**src/hw/rom_load_pkg.sv**
```systemverilog
`default_nettype none

package rom_load_pkg;

	// Bank 0 main CPU, bank 1 sub CPU, bank 2 sprites.
	localparam int NUM_BANKS = 3;

	localparam int REGION_BITS = 2;
	localparam int OFFSET_BITS = 10;
	localparam int ADDR_BITS = REGION_BITS + OFFSET_BITS;

	localparam int WORD_ADDR_BITS = OFFSET_BITS - 1;
	localparam int WORD_BITS = 16;

	// One extra bit so a full bank reads 1024.
	localparam int COUNT_BITS = OFFSET_BITS + 1;

	// Download address, flat or split into region and byte offset.
	typedef union packed {
		logic [ADDR_BITS-1:0] flat;
		struct packed {
			logic [REGION_BITS-1:0] region;
			logic [OFFSET_BITS-1:0] offset;
		} f;
	} dl_addr_u;

endpackage

`default_nettype wire

```
**src/hw/load_reset_ctrl.sv**
```systemverilog
`timescale 1ns/1ps
`default_nettype none

module load_reset_ctrl (
	input  logic                                    clock_48,
	input  logic                                    rst,
	input  logic                                    dl_active,
	input  logic                                    user_reset,
	input  logic [rom_load_pkg::NUM_BANKS-1:0]      bank_wrote,
	output logic [rom_load_pkg::NUM_BANKS-1:0][rom_load_pkg::COUNT_BITS-1:0] byte_count,
	output logic                                    rom_loaded,
	output logic                                    core_reset
);

	import rom_load_pkg::*;

	logic dl_active_d;
	logic dl_start;
	logic dl_end;

	assign dl_start = dl_active & ~dl_active_d;
	assign dl_end   = ~dl_active & dl_active_d;

	always_ff @(posedge clock_48) begin
		if (rst) begin
			dl_active_d <= 1'b0;
		end else begin
			dl_active_d <= dl_active;
		end
	end

	// Per bank byte counters, cleared when a new download begins.
	always_ff @(posedge clock_48) begin
		if (rst) begin
			byte_count <= '0;
		end else begin
			for (int i = 0; i < NUM_BANKS; i++) begin
				if (dl_start)
					byte_count[i] <= '0;
				else if (bank_wrote[i])
					byte_count[i] <= byte_count[i] + 1'b1;
			end
		end
	end

	// Sticky once the first download has finished.
	always_ff @(posedge clock_48) begin
		if (rst) begin
			rom_loaded <= 1'b0;
		end else if (dl_end) begin
			rom_loaded <= 1'b1;
		end
	end

	always_ff @(posedge clock_48) begin
		if (rst) begin
			core_reset <= 1'b1; // Core starts held.
		end else begin
			core_reset <= user_reset | dl_active | ~rom_loaded;
		end
	end

	a_loaded_sticky: assert property (
		@(posedge clock_48) disable iff (rst)
		rom_loaded |=> rom_loaded
	) else $error("load_reset_ctrl: rom_loaded dropped");

	a_reset_during_load: assert property (
		@(posedge clock_48) disable iff (rst)
		dl_active |=> core_reset
	) else $error("load_reset_ctrl: core released during download");

endmodule

`default_nettype wire

```
**config.mk**
```make
export PLATFORM = sky130hd
export DESIGN_NAME = load_reset_ctrl
export DESIGN_NICKNAME = d
export VERILOG_FILES = /design/src/hw/rom_load_pkg.sv /design/src/hw/load_reset_ctrl.sv
export SDC_FILE = /design/constraint.sdc
export NUM_CORES = 1
export LEC_CHECK = 0
export BUFFER_PORTS_ARGS = -buffer_cell sky130_fd_sc_hd__buf_2
export CORE_UTILIZATION = 46
export DETAILED_ROUTE_END_ITERATION = 10
export PLACE_DENSITY = 0.75
export SKIP_LAST_GASP = 1
export SYNTH_ARGS = -nofsm -noshare
export SYNTH_HDL_FRONTEND = slang
export SYNTH_SLANG_ARGS = --single-unit
```
**constraint.sdc**
```tcl
create_clock -name clock_48 -period 1.6 [get_ports clock_48]
set_input_delay 0.4 -clock clock_48 [delete_from_list [all_inputs] [get_ports clock_48]]
set_output_delay 0.4 -clock clock_48 [all_outputs]
set_load 0.01 [all_outputs]
```
### After elaboration in Yosys (flattened, before gate mapping)

Index checks and enable logic that the tools add are counted.

* div/mod/pow operators: 0
* order comparisons: 0
* mux-type cells: 0
* equal/unequal tests: 0
* reduce and logical (&&, ||, !) cells: 1
* $mul: 0
* add/sub/neg operators: 3
* shift-type cells: 0
* bitwise gates (word level): 7

Operators with widths (number)
* $add A11 B1 Y11 const B: 3
* $not A1 Y1: 3
* $and A1 B1 Y1: 2
* $or A1 B1 Y1: 2
* $reduce_or A2 Y1: 1

* bits in latches: 0
* logic and storage cells: 17
* memories: 0
* bits in registers: 36
* RAM bits: 0
* ROM bits: 0

### Depth between registers and ports, before layout

* depth in word-level cells: 3
* gate-level depth with buffers: 5
* depth with buffers taken out: 4

### Worst setup path after synthesis

OpenSTA, ideal clock, no wires.

* kind: input to register
* start point: in bank_wrote[0] in the netlist's numbering
* end point: reg byte_count[8] in the netlist's numbering
* arrival: 1.359 ns
* stages on the path: 5
* setup time: 0.068 ns
* path buffers: 2
* slack: 0.174 ns
* required time: 1.532 ns
* cells stage by stage: buf_4 nand4_2 buf_6 or4_4 a21oi_2

RTL lines
* start: declaration: line load_reset_ctrl.sv:9 `input logic [rom_load_pkg::NUM_BANKS-1:0] bank_wrote,`
* end signal: indexed assignment: line load_reset_ctrl.sv:41 `byte_count[i] <= byte_count[i] + 1'b1;`
* end: declaration: line load_reset_ctrl.sv:10 `output logic [rom_load_pkg::NUM_BANKS-1:0][rom_load_pkg::COUNT_BITS-1:0] byte_count,`

### Final worst setup path

* start point: reg byte_count[13] in the netlist's numbering
* end point: reg byte_count[21] in the netlist's numbering

* word-level cells in the longest chain between the ends: 1

RTL lines (line)
* $add A11 B1 Y11: load_reset_ctrl.sv:41

No other way between the ends.
A chain may end at the register's enable or synchronous reset.

==> results.md <==
- MaxCap Viol Count: 0
- CTS Sinks: 36
- Required @ worst endpoint: 1.87 ns
- Min Hold Slack: 0.244 ns
- YS warnings: 0
- Pins Over Slew Limit: 0
- I/O Buffers: 41
- Final Cycle Share: 0.898
- CP Launch Type: flip-flop
- HPWL after DPL: approximately 2.3 mm
- Initial Util: 0.481
- Diode count: 0
- Synth top area share: 0.449
- CP Cell Sequence: nand4_4 > or4_1 > a21oi_1
- Comb power frac: 0.064
- Post-CTS Hold Fix Bufs: 0
- Final Hold Viols: 0
- Top Ports: 42
- Number of global-route vias before repair: 1299
- CTS buffer count: 5
- Layout Cells excl Fill: 270
- Max VDD drop: 515 uV
- CP max stage cell: or4_1
- Worst setup path class: reg -> reg
- Setup repair bufs after CTS: 0
- PD cells: 827 nW/um2
- Die area: 3730 um2
- Top delay family on crit path: simple AND/OR/NAND/NOR gates
- Skew final: approximately 0.0096 ns
- Routed wire length: 3.26 mm
- # DRC: 0
- Largest net degree at the start of global routing: 32
- Largest cells by area after synthesis: dfxtp_1 (45%), nand4_1 (5.1%), a21oi_1 (4.7%)
- Avg Inst Size Synth: roughly 9 um2
- Setup TNS: 0 ns
- Leading area contributor after synthesis: dfxtp_1
- Hold WC Path Type: in -> reg
- Post-synth EDFFs: 0
- Gpl congestion: roughly 0.73
- Pleak: between 0.7 and 0.8 nW
- Clock Power Share: 0.377
- Drt wl/cell: 12.1 um
- Fmax: 696 MHz
- Worst-path fanout max: 10
- Clk root buf: clkbuf_4
- Syn Inst Count: 174
- Clock transition at the registers of the reported paths: 0.11 ns
- Netlist cell types: 29
- DR iter-0 viols: 68
- CTS resizes: 0
- Antenna Nets Post-Route: 0
- Share of layout cells above drive strength 1: 0.295
- Via density: 5.43
- Routed vias: 1467
- Skew-Pair Late Insertion Delay: 0.34 ns
- Total iterations of the first detailed-routing run: 4
- Yosys reg bits: 36
- Core area: 3340 um2
- Post-Syn Area: 1600 um2
- Total internal power: roughly 1.3 mW
- Overall power: 1.64 mW
- Sw Ratio: 0.220
- Final min period: 1.44 ns
- Status: finished, final reports clean
- H-tree depth: 2
- CTS tree: yes
- Overall routing resource usage: 0.202
- Endpoints failing setup: 0
- Worst-Margin Slew: 0.350 ns
- Initial antenna violation count: 0
- DIE HEIGHT: 61.1 um
- Dpl cells: around 260
- # nets final: 233
- Largest stage delay, worst path: 0.53 ns
- Row Count: 21
- CP bufs+invs: 0
- Setup crit end kind: flip-flop
- Post-synthesis sequential area ratio: 0.449
- RSZ-0062 raised after global routing: false
- CTS Buffer Depth: 2
- Syn nets: 184
- Main flop type after synthesis: dfxtp_1
- First-pass GRT wire length: 5.51 mm
- Dpl ws: a little under 0.09 ns
- Area delta synth->final: 23.9%
- Worst relative slew slack: 0.765
- Switching power: 362 uW
- Slack of the critical path: ~0.16 ns
- Die Span X: 61.1 um
- FFs w/ async S/R, synth: 0
- Seq pwr share: 0.559
- Grt total ovfl: 0
- Crit path DAT: roughly 1.7 ns
[cells in the final DEF (no fill, tap or decap), drive strengths merged]
master  Yosys  final
nand3       7      7
a211o       1      1
bufinv      0      1
o31ai       9      9
xnor2       4      4
nor4        2      2
dfxtp      36     36
nand4      15     15
inv         9      9
ha          3      3
mux2i       5      5
o211ai      3      3
buf         4     49
o21ai       8      8
or4b        1      1
or4         9      9
a21oi      17     17
clkbuf      3      6
or3         6      6
xor2        8      8
nand4b      1      1
clkinv      0      1
nor2       17     17
nand2       6      6
[cell families after synthesis]
kind of cell / after synthesis / share of synthesized area
adders and majority gates: 3 / 0.0234
and+or+nand+nor: 64 / 0.239
muxes: 5 / 0.0312
buffers and inverters: 16 / 0.0476
xor gates and xnor gates: 12 / 0.0655
DFF: 36 / 0.449
AOI/OAI and AO/OA: 38 / 0.144
[stage by stage]
step | util | instance area, um2
after floorplan | - | 1600
after global placement | 0.570 | 1900
after detailed placement | 0.570 | 1900
after CTS | 0.592 | 1980
after global routing | 0.595 | 1990
final | 0.595 | 1990
[metal layers]
| metal | vias up | wire length (um) | GRT usage |
|---|---|---|---|
| met1 | 686 | 1530 | 0.250 |
| met2 | 37 | 1530 | 0.323 |
| li1 | 738 | - | - |
| met3 | 6 | 141 | 0.0420 |
| met5 | - | 0 | 0 |
| met4 | 0 | 57 | 0.123 |
[sequential cells by signal (all words and copies together), names as in the netlist]
signal	count
rom_loaded	1
byte_count	33
core_reset	1
dl_active_d	1
[synth_stat cells (4+ instances only)]
cell type	number
nand3_1	7
xor2_1	8
o21ai_0	8
a21oi_1	15
or3_1	4
dfxtp_1	36
or4_1	7
nand4_1	13
o31ai_1	9
mux2i_1	5
xnor2_1	4
nand2_1	6
inv_1	9
nor2_1	17
[power by group through the flow]
| stage | Clock [mW] | Sequential [mW] | Combinational (mW) |
|---|---|---|---|
| final | 0.620 | 0.918 | 0.104 |
| after global routing | 0.681 | 0.921 | 0.117 |
| after CTS | 0.642 | 0.918 | 0.105 |
| after detailed placement | 0 | 0.939 | 0.105 |
| after global placement | 0 | 0.938 | 0.104 |
| after floorplan | 0 | 0.944 | 0.0539 |
[final timing paths]
kind | start | endpoint | slack, ns | depth (start not counted)
worst max-delay path | byte_count[13] | byte_count[21] | 0.16 | 3
worst min-delay path | user_reset | core_reset | 0.24 | 2
worst max register to register | byte_count[13] | byte_count[21] | 0.16 | 3
worst min register to register | rom_loaded | core_reset | 0.46 | 1
[layout make-up]
cell class / instances / area [um2]
multi-input cells: 122 / 820
clock buffers: 6 / 41.3
flip-flops and latches: 36 / 722
inverters: 9 / 33.8
repair buffers: 49 / 278
well taps: 46 / 57.6
fillers: 312 / 1350
clock inverters: 2 / 35.0
Power figures use the tool's default switching activity.
