File: src/hw/rom_load_pkg.sv
`default_nettype none

package rom_load_pkg;

	// Bank 0 main CPU, bank 1 sub CPU, bank 2 sprites.
	localparam int NUM_BANKS = 3;

	localparam int REGION_BITS = 2;
	localparam int OFFSET_BITS = 10;
	localparam int ADDR_BITS = REGION_BITS + OFFSET_BITS;

	localparam int WORD_ADDR_BITS = OFFSET_BITS - 1;
	localparam int WORD_BITS = 16;

	// One extra bit so a full bank reads 1024.
	localparam int COUNT_BITS = OFFSET_BITS + 1;

	// Download address, flat or split into region and byte offset.
	typedef union packed {
		logic [ADDR_BITS-1:0] flat;
		struct packed {
			logic [REGION_BITS-1:0] region;
			logic [OFFSET_BITS-1:0] offset;
		} f;
	} dl_addr_u;

endpackage

`default_nettype wire

File: src/hw/dl_region_decoder.sv
`timescale 1ns/1ps
`default_nettype none

module dl_region_decoder (
	input  logic                                  clock_48,
	input  logic                                  rst,
	input  logic                                  dl_active,
	input  logic                                  dl_wr,
	input  logic [rom_load_pkg::ADDR_BITS-1:0]    dl_addr,
	input  logic [7:0]                            dl_data,
	output logic [rom_load_pkg::NUM_BANKS-1:0]    bank_we,
	output logic [rom_load_pkg::WORD_ADDR_BITS-1:0] wr_word_addr,
	output logic                                  wr_lane,
	output logic [7:0]                            wr_byte
);

	import rom_load_pkg::*;

	dl_addr_u addr_v;
	logic strobe;
	logic [NUM_BANKS-1:0] region_hit;

	assign addr_v = dl_addr;
	assign strobe = dl_wr & dl_active; // Strobes outside a download are ignored.

	// Region 3 matches no bank and falls through.
	always_comb begin
		region_hit = '0;
		for (int i = 0; i < NUM_BANKS; i++) begin
			if (strobe && addr_v.f.region == i[REGION_BITS-1:0])
				region_hit[i] = 1'b1;
		end
	end

	always_ff @(posedge clock_48) begin
		if (rst) begin
			bank_we <= '0;
		end else begin
			bank_we <= region_hit;
		end
	end

	// Payload, only refreshed on an accepted strobe.
	always_ff @(posedge clock_48) begin
		if (strobe) begin
			wr_word_addr <= addr_v.f.offset[OFFSET_BITS-1:1];
			wr_lane      <= addr_v.f.offset[0]; // Odd offset is the high byte.
			wr_byte      <= dl_data;
		end
	end

	a_we_onehot: assert property (
		@(posedge clock_48) disable iff (rst)
		$onehot0(bank_we)
	) else $error("dl_region_decoder: more than one bank enabled");

endmodule

`default_nettype wire

File: config.mk
export PLATFORM = sky130hd
export DESIGN_NAME = dl_region_decoder
export DESIGN_NICKNAME = d
export VERILOG_FILES = /design/src/hw/rom_load_pkg.sv /design/src/hw/dl_region_decoder.sv
export SDC_FILE = /design/constraint.sdc
export NUM_CORES = 1
export LEC_CHECK = 0
export CORE_MARGIN = 3
export CORE_UTILIZATION = 46
export DETAILED_ROUTE_END_ITERATION = 16
export DONT_BUFFER_PORTS = 1
export SLEW_MARGIN = 20
export SYNTH_ARGS = -nofsm -noshare
export SYNTH_HDL_FRONTEND = slang
export SYNTH_SLANG_ARGS = --single-unit
export TNS_END_PERCENT = 20
File: constraint.sdc
create_clock -name clock_48 -period 0.85 [get_ports clock_48]
set_input_delay 0.085 -clock clock_48 [delete_from_list [all_inputs] [get_ports clock_48]]
set_output_delay 0.085 -clock clock_48 [all_outputs]
set_load 0.05 [all_outputs]
==> metrics.txt, run 1 <==
Cell Area, Synth between 600 and 700 um^2; top-level port count 45; Post-CTS Setup Repair Bufs 0; largest family of logic cells by synthesized area simple AND/OR/NAND/NOR gates; sequential cell area fraction in the yosys report 0.947; cell row count 12; Synth Net Count 50; Die X 43.1 um; Synth Area in Compound Gates 0; Syn Area/Cell 24.4 um^2; Synth Area in Adders 0; post-synthesis mux area share 0; PostCTS Resize Cnt 24; number of hold buffers added after cts 22; Starting Density 0.528; Stop Error [ERROR DPL-0033] detailed placement checks failed during check placement.; Post-DP Area about 850 um^2; status aborted with a tool error; Yosys cell types 6; Synth area leaders edfxtp_1 85%, dfxtp_1 9.5%, nor4b_1 2.8%, nand2_2 0.99%, nor4_1 0.99%; Port-buffer cells 0; gpl congestion ~0.7; CTS Sinks 21; stage reached clock tree synthesis (4_1_cts); htree depth 1; share of the synthesized area in the top cell type 0.852; Syn Inst Count 26; maximum root-to-sink buffer count 2; synth warn 0; Post-Synth Simple-Gate Area 0.0473; cell type with the largest total area after synthesis edfxtp_1; Root Buffer clkbuf_4; Die H approximately 43 um; #FFs+latches synth 21; xor-xnor portion of the synthesized cell area 0; CTS buffer count 3
[through the flow]
stage,worst slack [ns],instances,util,hold slack (ns)
after global placement,0.150,63,0.710,0.163
after floorplan,0.0740,26,-,0.161
after detailed placement,0.122,63,0.710,0.165
[cells by family after synthesis]
family        count (synthesis)
flops                        21
buf+inv                       1
simple gates                  4
[cell usage after synthesis]
library cell and number:
dfxtp_1 3, edfxtp_1 18, inv_1 1, nand2_2 1
nor4_1 1, nor4b_1 2
==> run 2: changes to the inputs <==
--- a/config.mk
+++ b/config.mk
@@ -5,10 +5,11 @@
 export SDC_FILE = /design/constraint.sdc
 export NUM_CORES = 1
 export LEC_CHECK = 0
-export CORE_MARGIN = 3
-export CORE_UTILIZATION = 46
+export CORE_AREA = 3 3 64 66
 export DETAILED_ROUTE_END_ITERATION = 16
+export DIE_AREA = 0 0 67 69
 export DONT_BUFFER_PORTS = 1
+export PLACE_DENSITY_LB_ADDON = 0.15
 export SLEW_MARGIN = 20
 export SYNTH_ARGS = -nofsm -noshare
 export SYNTH_HDL_FRONTEND = slang
==> constraint.sdc (replaced) <==
create_clock -name clock_48 -period 1.1 [get_ports clock_48]
set_input_delay 0.11 -clock clock_48 [delete_from_list [all_inputs] [get_ports clock_48]]
set_output_delay 0.11 -clock clock_48 [all_outputs]
set_load 0.05 [all_outputs]
==> run 2 against run 1 <==
  * The flow now finishes without violations
  * Synthesized cell count did not move
  * Synthesized area did not move
==> metrics.txt, run 2 <==
synth warn 0 (unchanged); pwr/cell area 1730 nW/um^2; Reg power frac 0.657; unrepaired setup endpoints after global routing false; Cell Area, Synth 634 um^2 (unchanged); #FFs+latches synth 21 (unchanged); xor-xnor portion of the synthesized cell area 0 (unchanged); vias in the first global route about 400; maximum root-to-sink buffer count 2 (unchanged); via density per instance about 3.4; final core occ 0.267; DR iter-0 viols 14; Worst-Margin Slew between 0.4 and 0.5 ns; Root Buffer clkbuf_8; Crit. End Element output port; HPWL after DPL 969 um; Combinational Power Share 0.053; most frequent cell after synthesis edfxtp_1; largest registers wr_word_addr x9, wr_byte x8, bank_we x3; most frequent cells in the layout 21 x dlygate4sd3_1, 18 x edfxtp_1, 3 x dfxtp_1, 3 x clkbuf_8, 2 x nor4b_1; Syn Inst Count 26 (unchanged); Vias between 300 and 400; Layout fillers 376; fraction of layout cells with a size suffix above 1 0.0962; CTS Sinks 21 (unchanged); ANT nets after route 0; Die X 67 um (+55%); status completed; NetSw ~440 uW; global route total overflow 0; Antenna Cells 0; First-pass DRT Iterations 2; critical path required time between 0.9 and 1 ns; leak pwr 0.325 nW; cell type with the largest total area after synthesis edfxtp_1; Post-CTS Setup Repair Bufs 0 (unchanged); share of the synthesized area in the top cell type 0.852 (unchanged); largest family of logic cells by synthesized area simple AND/OR/NAND/NOR gates; Die H 69 um (+60%); antenna violations before repair 0; Peak supply drop between 400 and 500 uV; Pins Over Slew Limit 0; Syn Area/Cell 24.4 um^2 (unchanged); post-synthesis mux area share 0 (unchanged); Max-slew headroom 0.672; Cell Int Power approximately 1.2 mW; Port-buffer cells 0 (unchanged); Synth Area in Compound Gates 0 (unchanged); Worst EP arrival 0.91 ns; top-level port count 45 (unchanged); Setup WS post-layout between 0.08 and 0.09 ns; sequential cell area fraction in the yosys report 0.947 (unchanged); overall power 1.68 mW; Final Setup Violations 0; minimum clock period around 1 ns; Starting Density 0.175 (-0.354); Synth Area in Adders 0 (unchanged); Worst Hold Class primary input to flop; die area ~4600 um^2; Hold Path Depth 2; global-route wire length before repair between 2 and 2.5 mm; max cap viols 0; top cells by instance count after synthesis 18 x edfxtp_1, 3 x dfxtp_1, 2 x nor4b_1; CP Class flop to output port; nets 77; Hold Crit Start dl_active; ys flop type edfxtp_1; Post-Synth Simple-Gate Area 0.0473 (unchanged); max reg flops 9; htree depth 1 (unchanged); residual DRC count 0; Synth area leaders edfxtp_1 85%, dfxtp_1 9.5%, nor4b_1 2.8%, nand2_2 0.99%, nor4_1 0.99%; gpl congestion 0.627 (-9.5%); GRT Total Usage 0.0620; CTS tree done; final period utilization 0.923; Worst-path clk slew 0.08 ns; Worst Hold Endpoint bank_we[0]$_SDFF_PP0_; wire per inst around 14 um; Startpoint Class flop; Sw Share 0.262; most common cell after layout, fill and taps aside dlygate4sd3_1; final setup TNS 0 ns; biggest fanout along the worst timing path 1; Max Freq 985 MHz; WL final roughly 1.4 mm; Clock power frac 0.290; Synth Net Count 50 (unchanged); cell row count 22 (+10); largest reg by FF count wr_word_addr; Yosys cell types 6 (unchanged); Post-synth ARST share 0 (unchanged); CTS buffer count 3 (unchanged); Hold Vio Cnt, Final 0; core footprint ~3600 um^2; setup slack at placement 0.356 ns (+0.234 ns); Post-synth EDFFs 18 (unchanged); area grow syn2layout 52.9%; largest net degree at the start of global routing 19
[run 2: power groups by stage]
| stage | combinational, mW | clock, mW | sequential (mW) |
|---|---|---|---|
| after global placement | 0.0255 | 0 | 1.12 |
| after CTS | 0.0902 | 0.508 | 1.10 |
| final | 0.0895 | 0.486 | 1.10 |
| after detailed placement | 0.0275 | 0 | 1.12 |
| after global routing | 0.0975 | 0.552 | 1.11 |
| after floorplan | 0.0138 | 0 | 1.11 |
[run 2: cell families after synthesis]
logic type | Yosys count
buffers and inverters | 1
flip-flops | 21
AND/OR/NAND/NOR | 4
[run 2: cell type report]
type	count	area, um^2	area share
Tap cell	48	60.1	0.0619
Sequential cell	21	601	0.619
Multi-Input combinational cell	4	30.0	0.0310
Clock buffer	4	45.0	0.0465
Timing Repair Buffer	22	230	0.237
Inverter	1	3.75	0.00387
[run 2: worst max-delay path by stage]
stage                                    startpoint                    to  cells past startpoint
after floorplan                               dl_wr  wr_byte[0]$_DFFE_PP_                      2
after global placement    wr_word_addr[2]$_DFFE_PP_       wr_word_addr[2]                      0
after detailed placement  wr_word_addr[2]$_DFFE_PP_       wr_word_addr[2]                      0
after CTS                 wr_word_addr[2]$_DFFE_PP_       wr_word_addr[2]                      0
after global routing      wr_word_addr[2]$_DFFE_PP_       wr_word_addr[2]                      0
final                     wr_word_addr[2]$_DFFE_PP_       wr_word_addr[2]                      0
[run 2: timing repair]
item,in CTS,in global routing
endpoints found under the hold margin,21,0
gates resized for setup,0,0
hold buffers,21,0
[run 2: metal layers]
metal	global-route usage	routed length (um)
met1	0.0624	483
met2	0.111	780
met3	0.0261	78
met4	0.0203	8
met5	0	0
[run 2: stage by stage]
step / instances / hold WS [ns] / instance area [um^2]
detailed placement: 75 / 0.193 / 714
finish: 100 / 0.0142 / 970
floorplan: 26 / 0.186 / 634
global placement: 75 / 0.190 / 714
global route: 100 / 0.00746 / 970
CTS: 100 / 0.0101 / 970
Power figures use the tool's default switching activity.
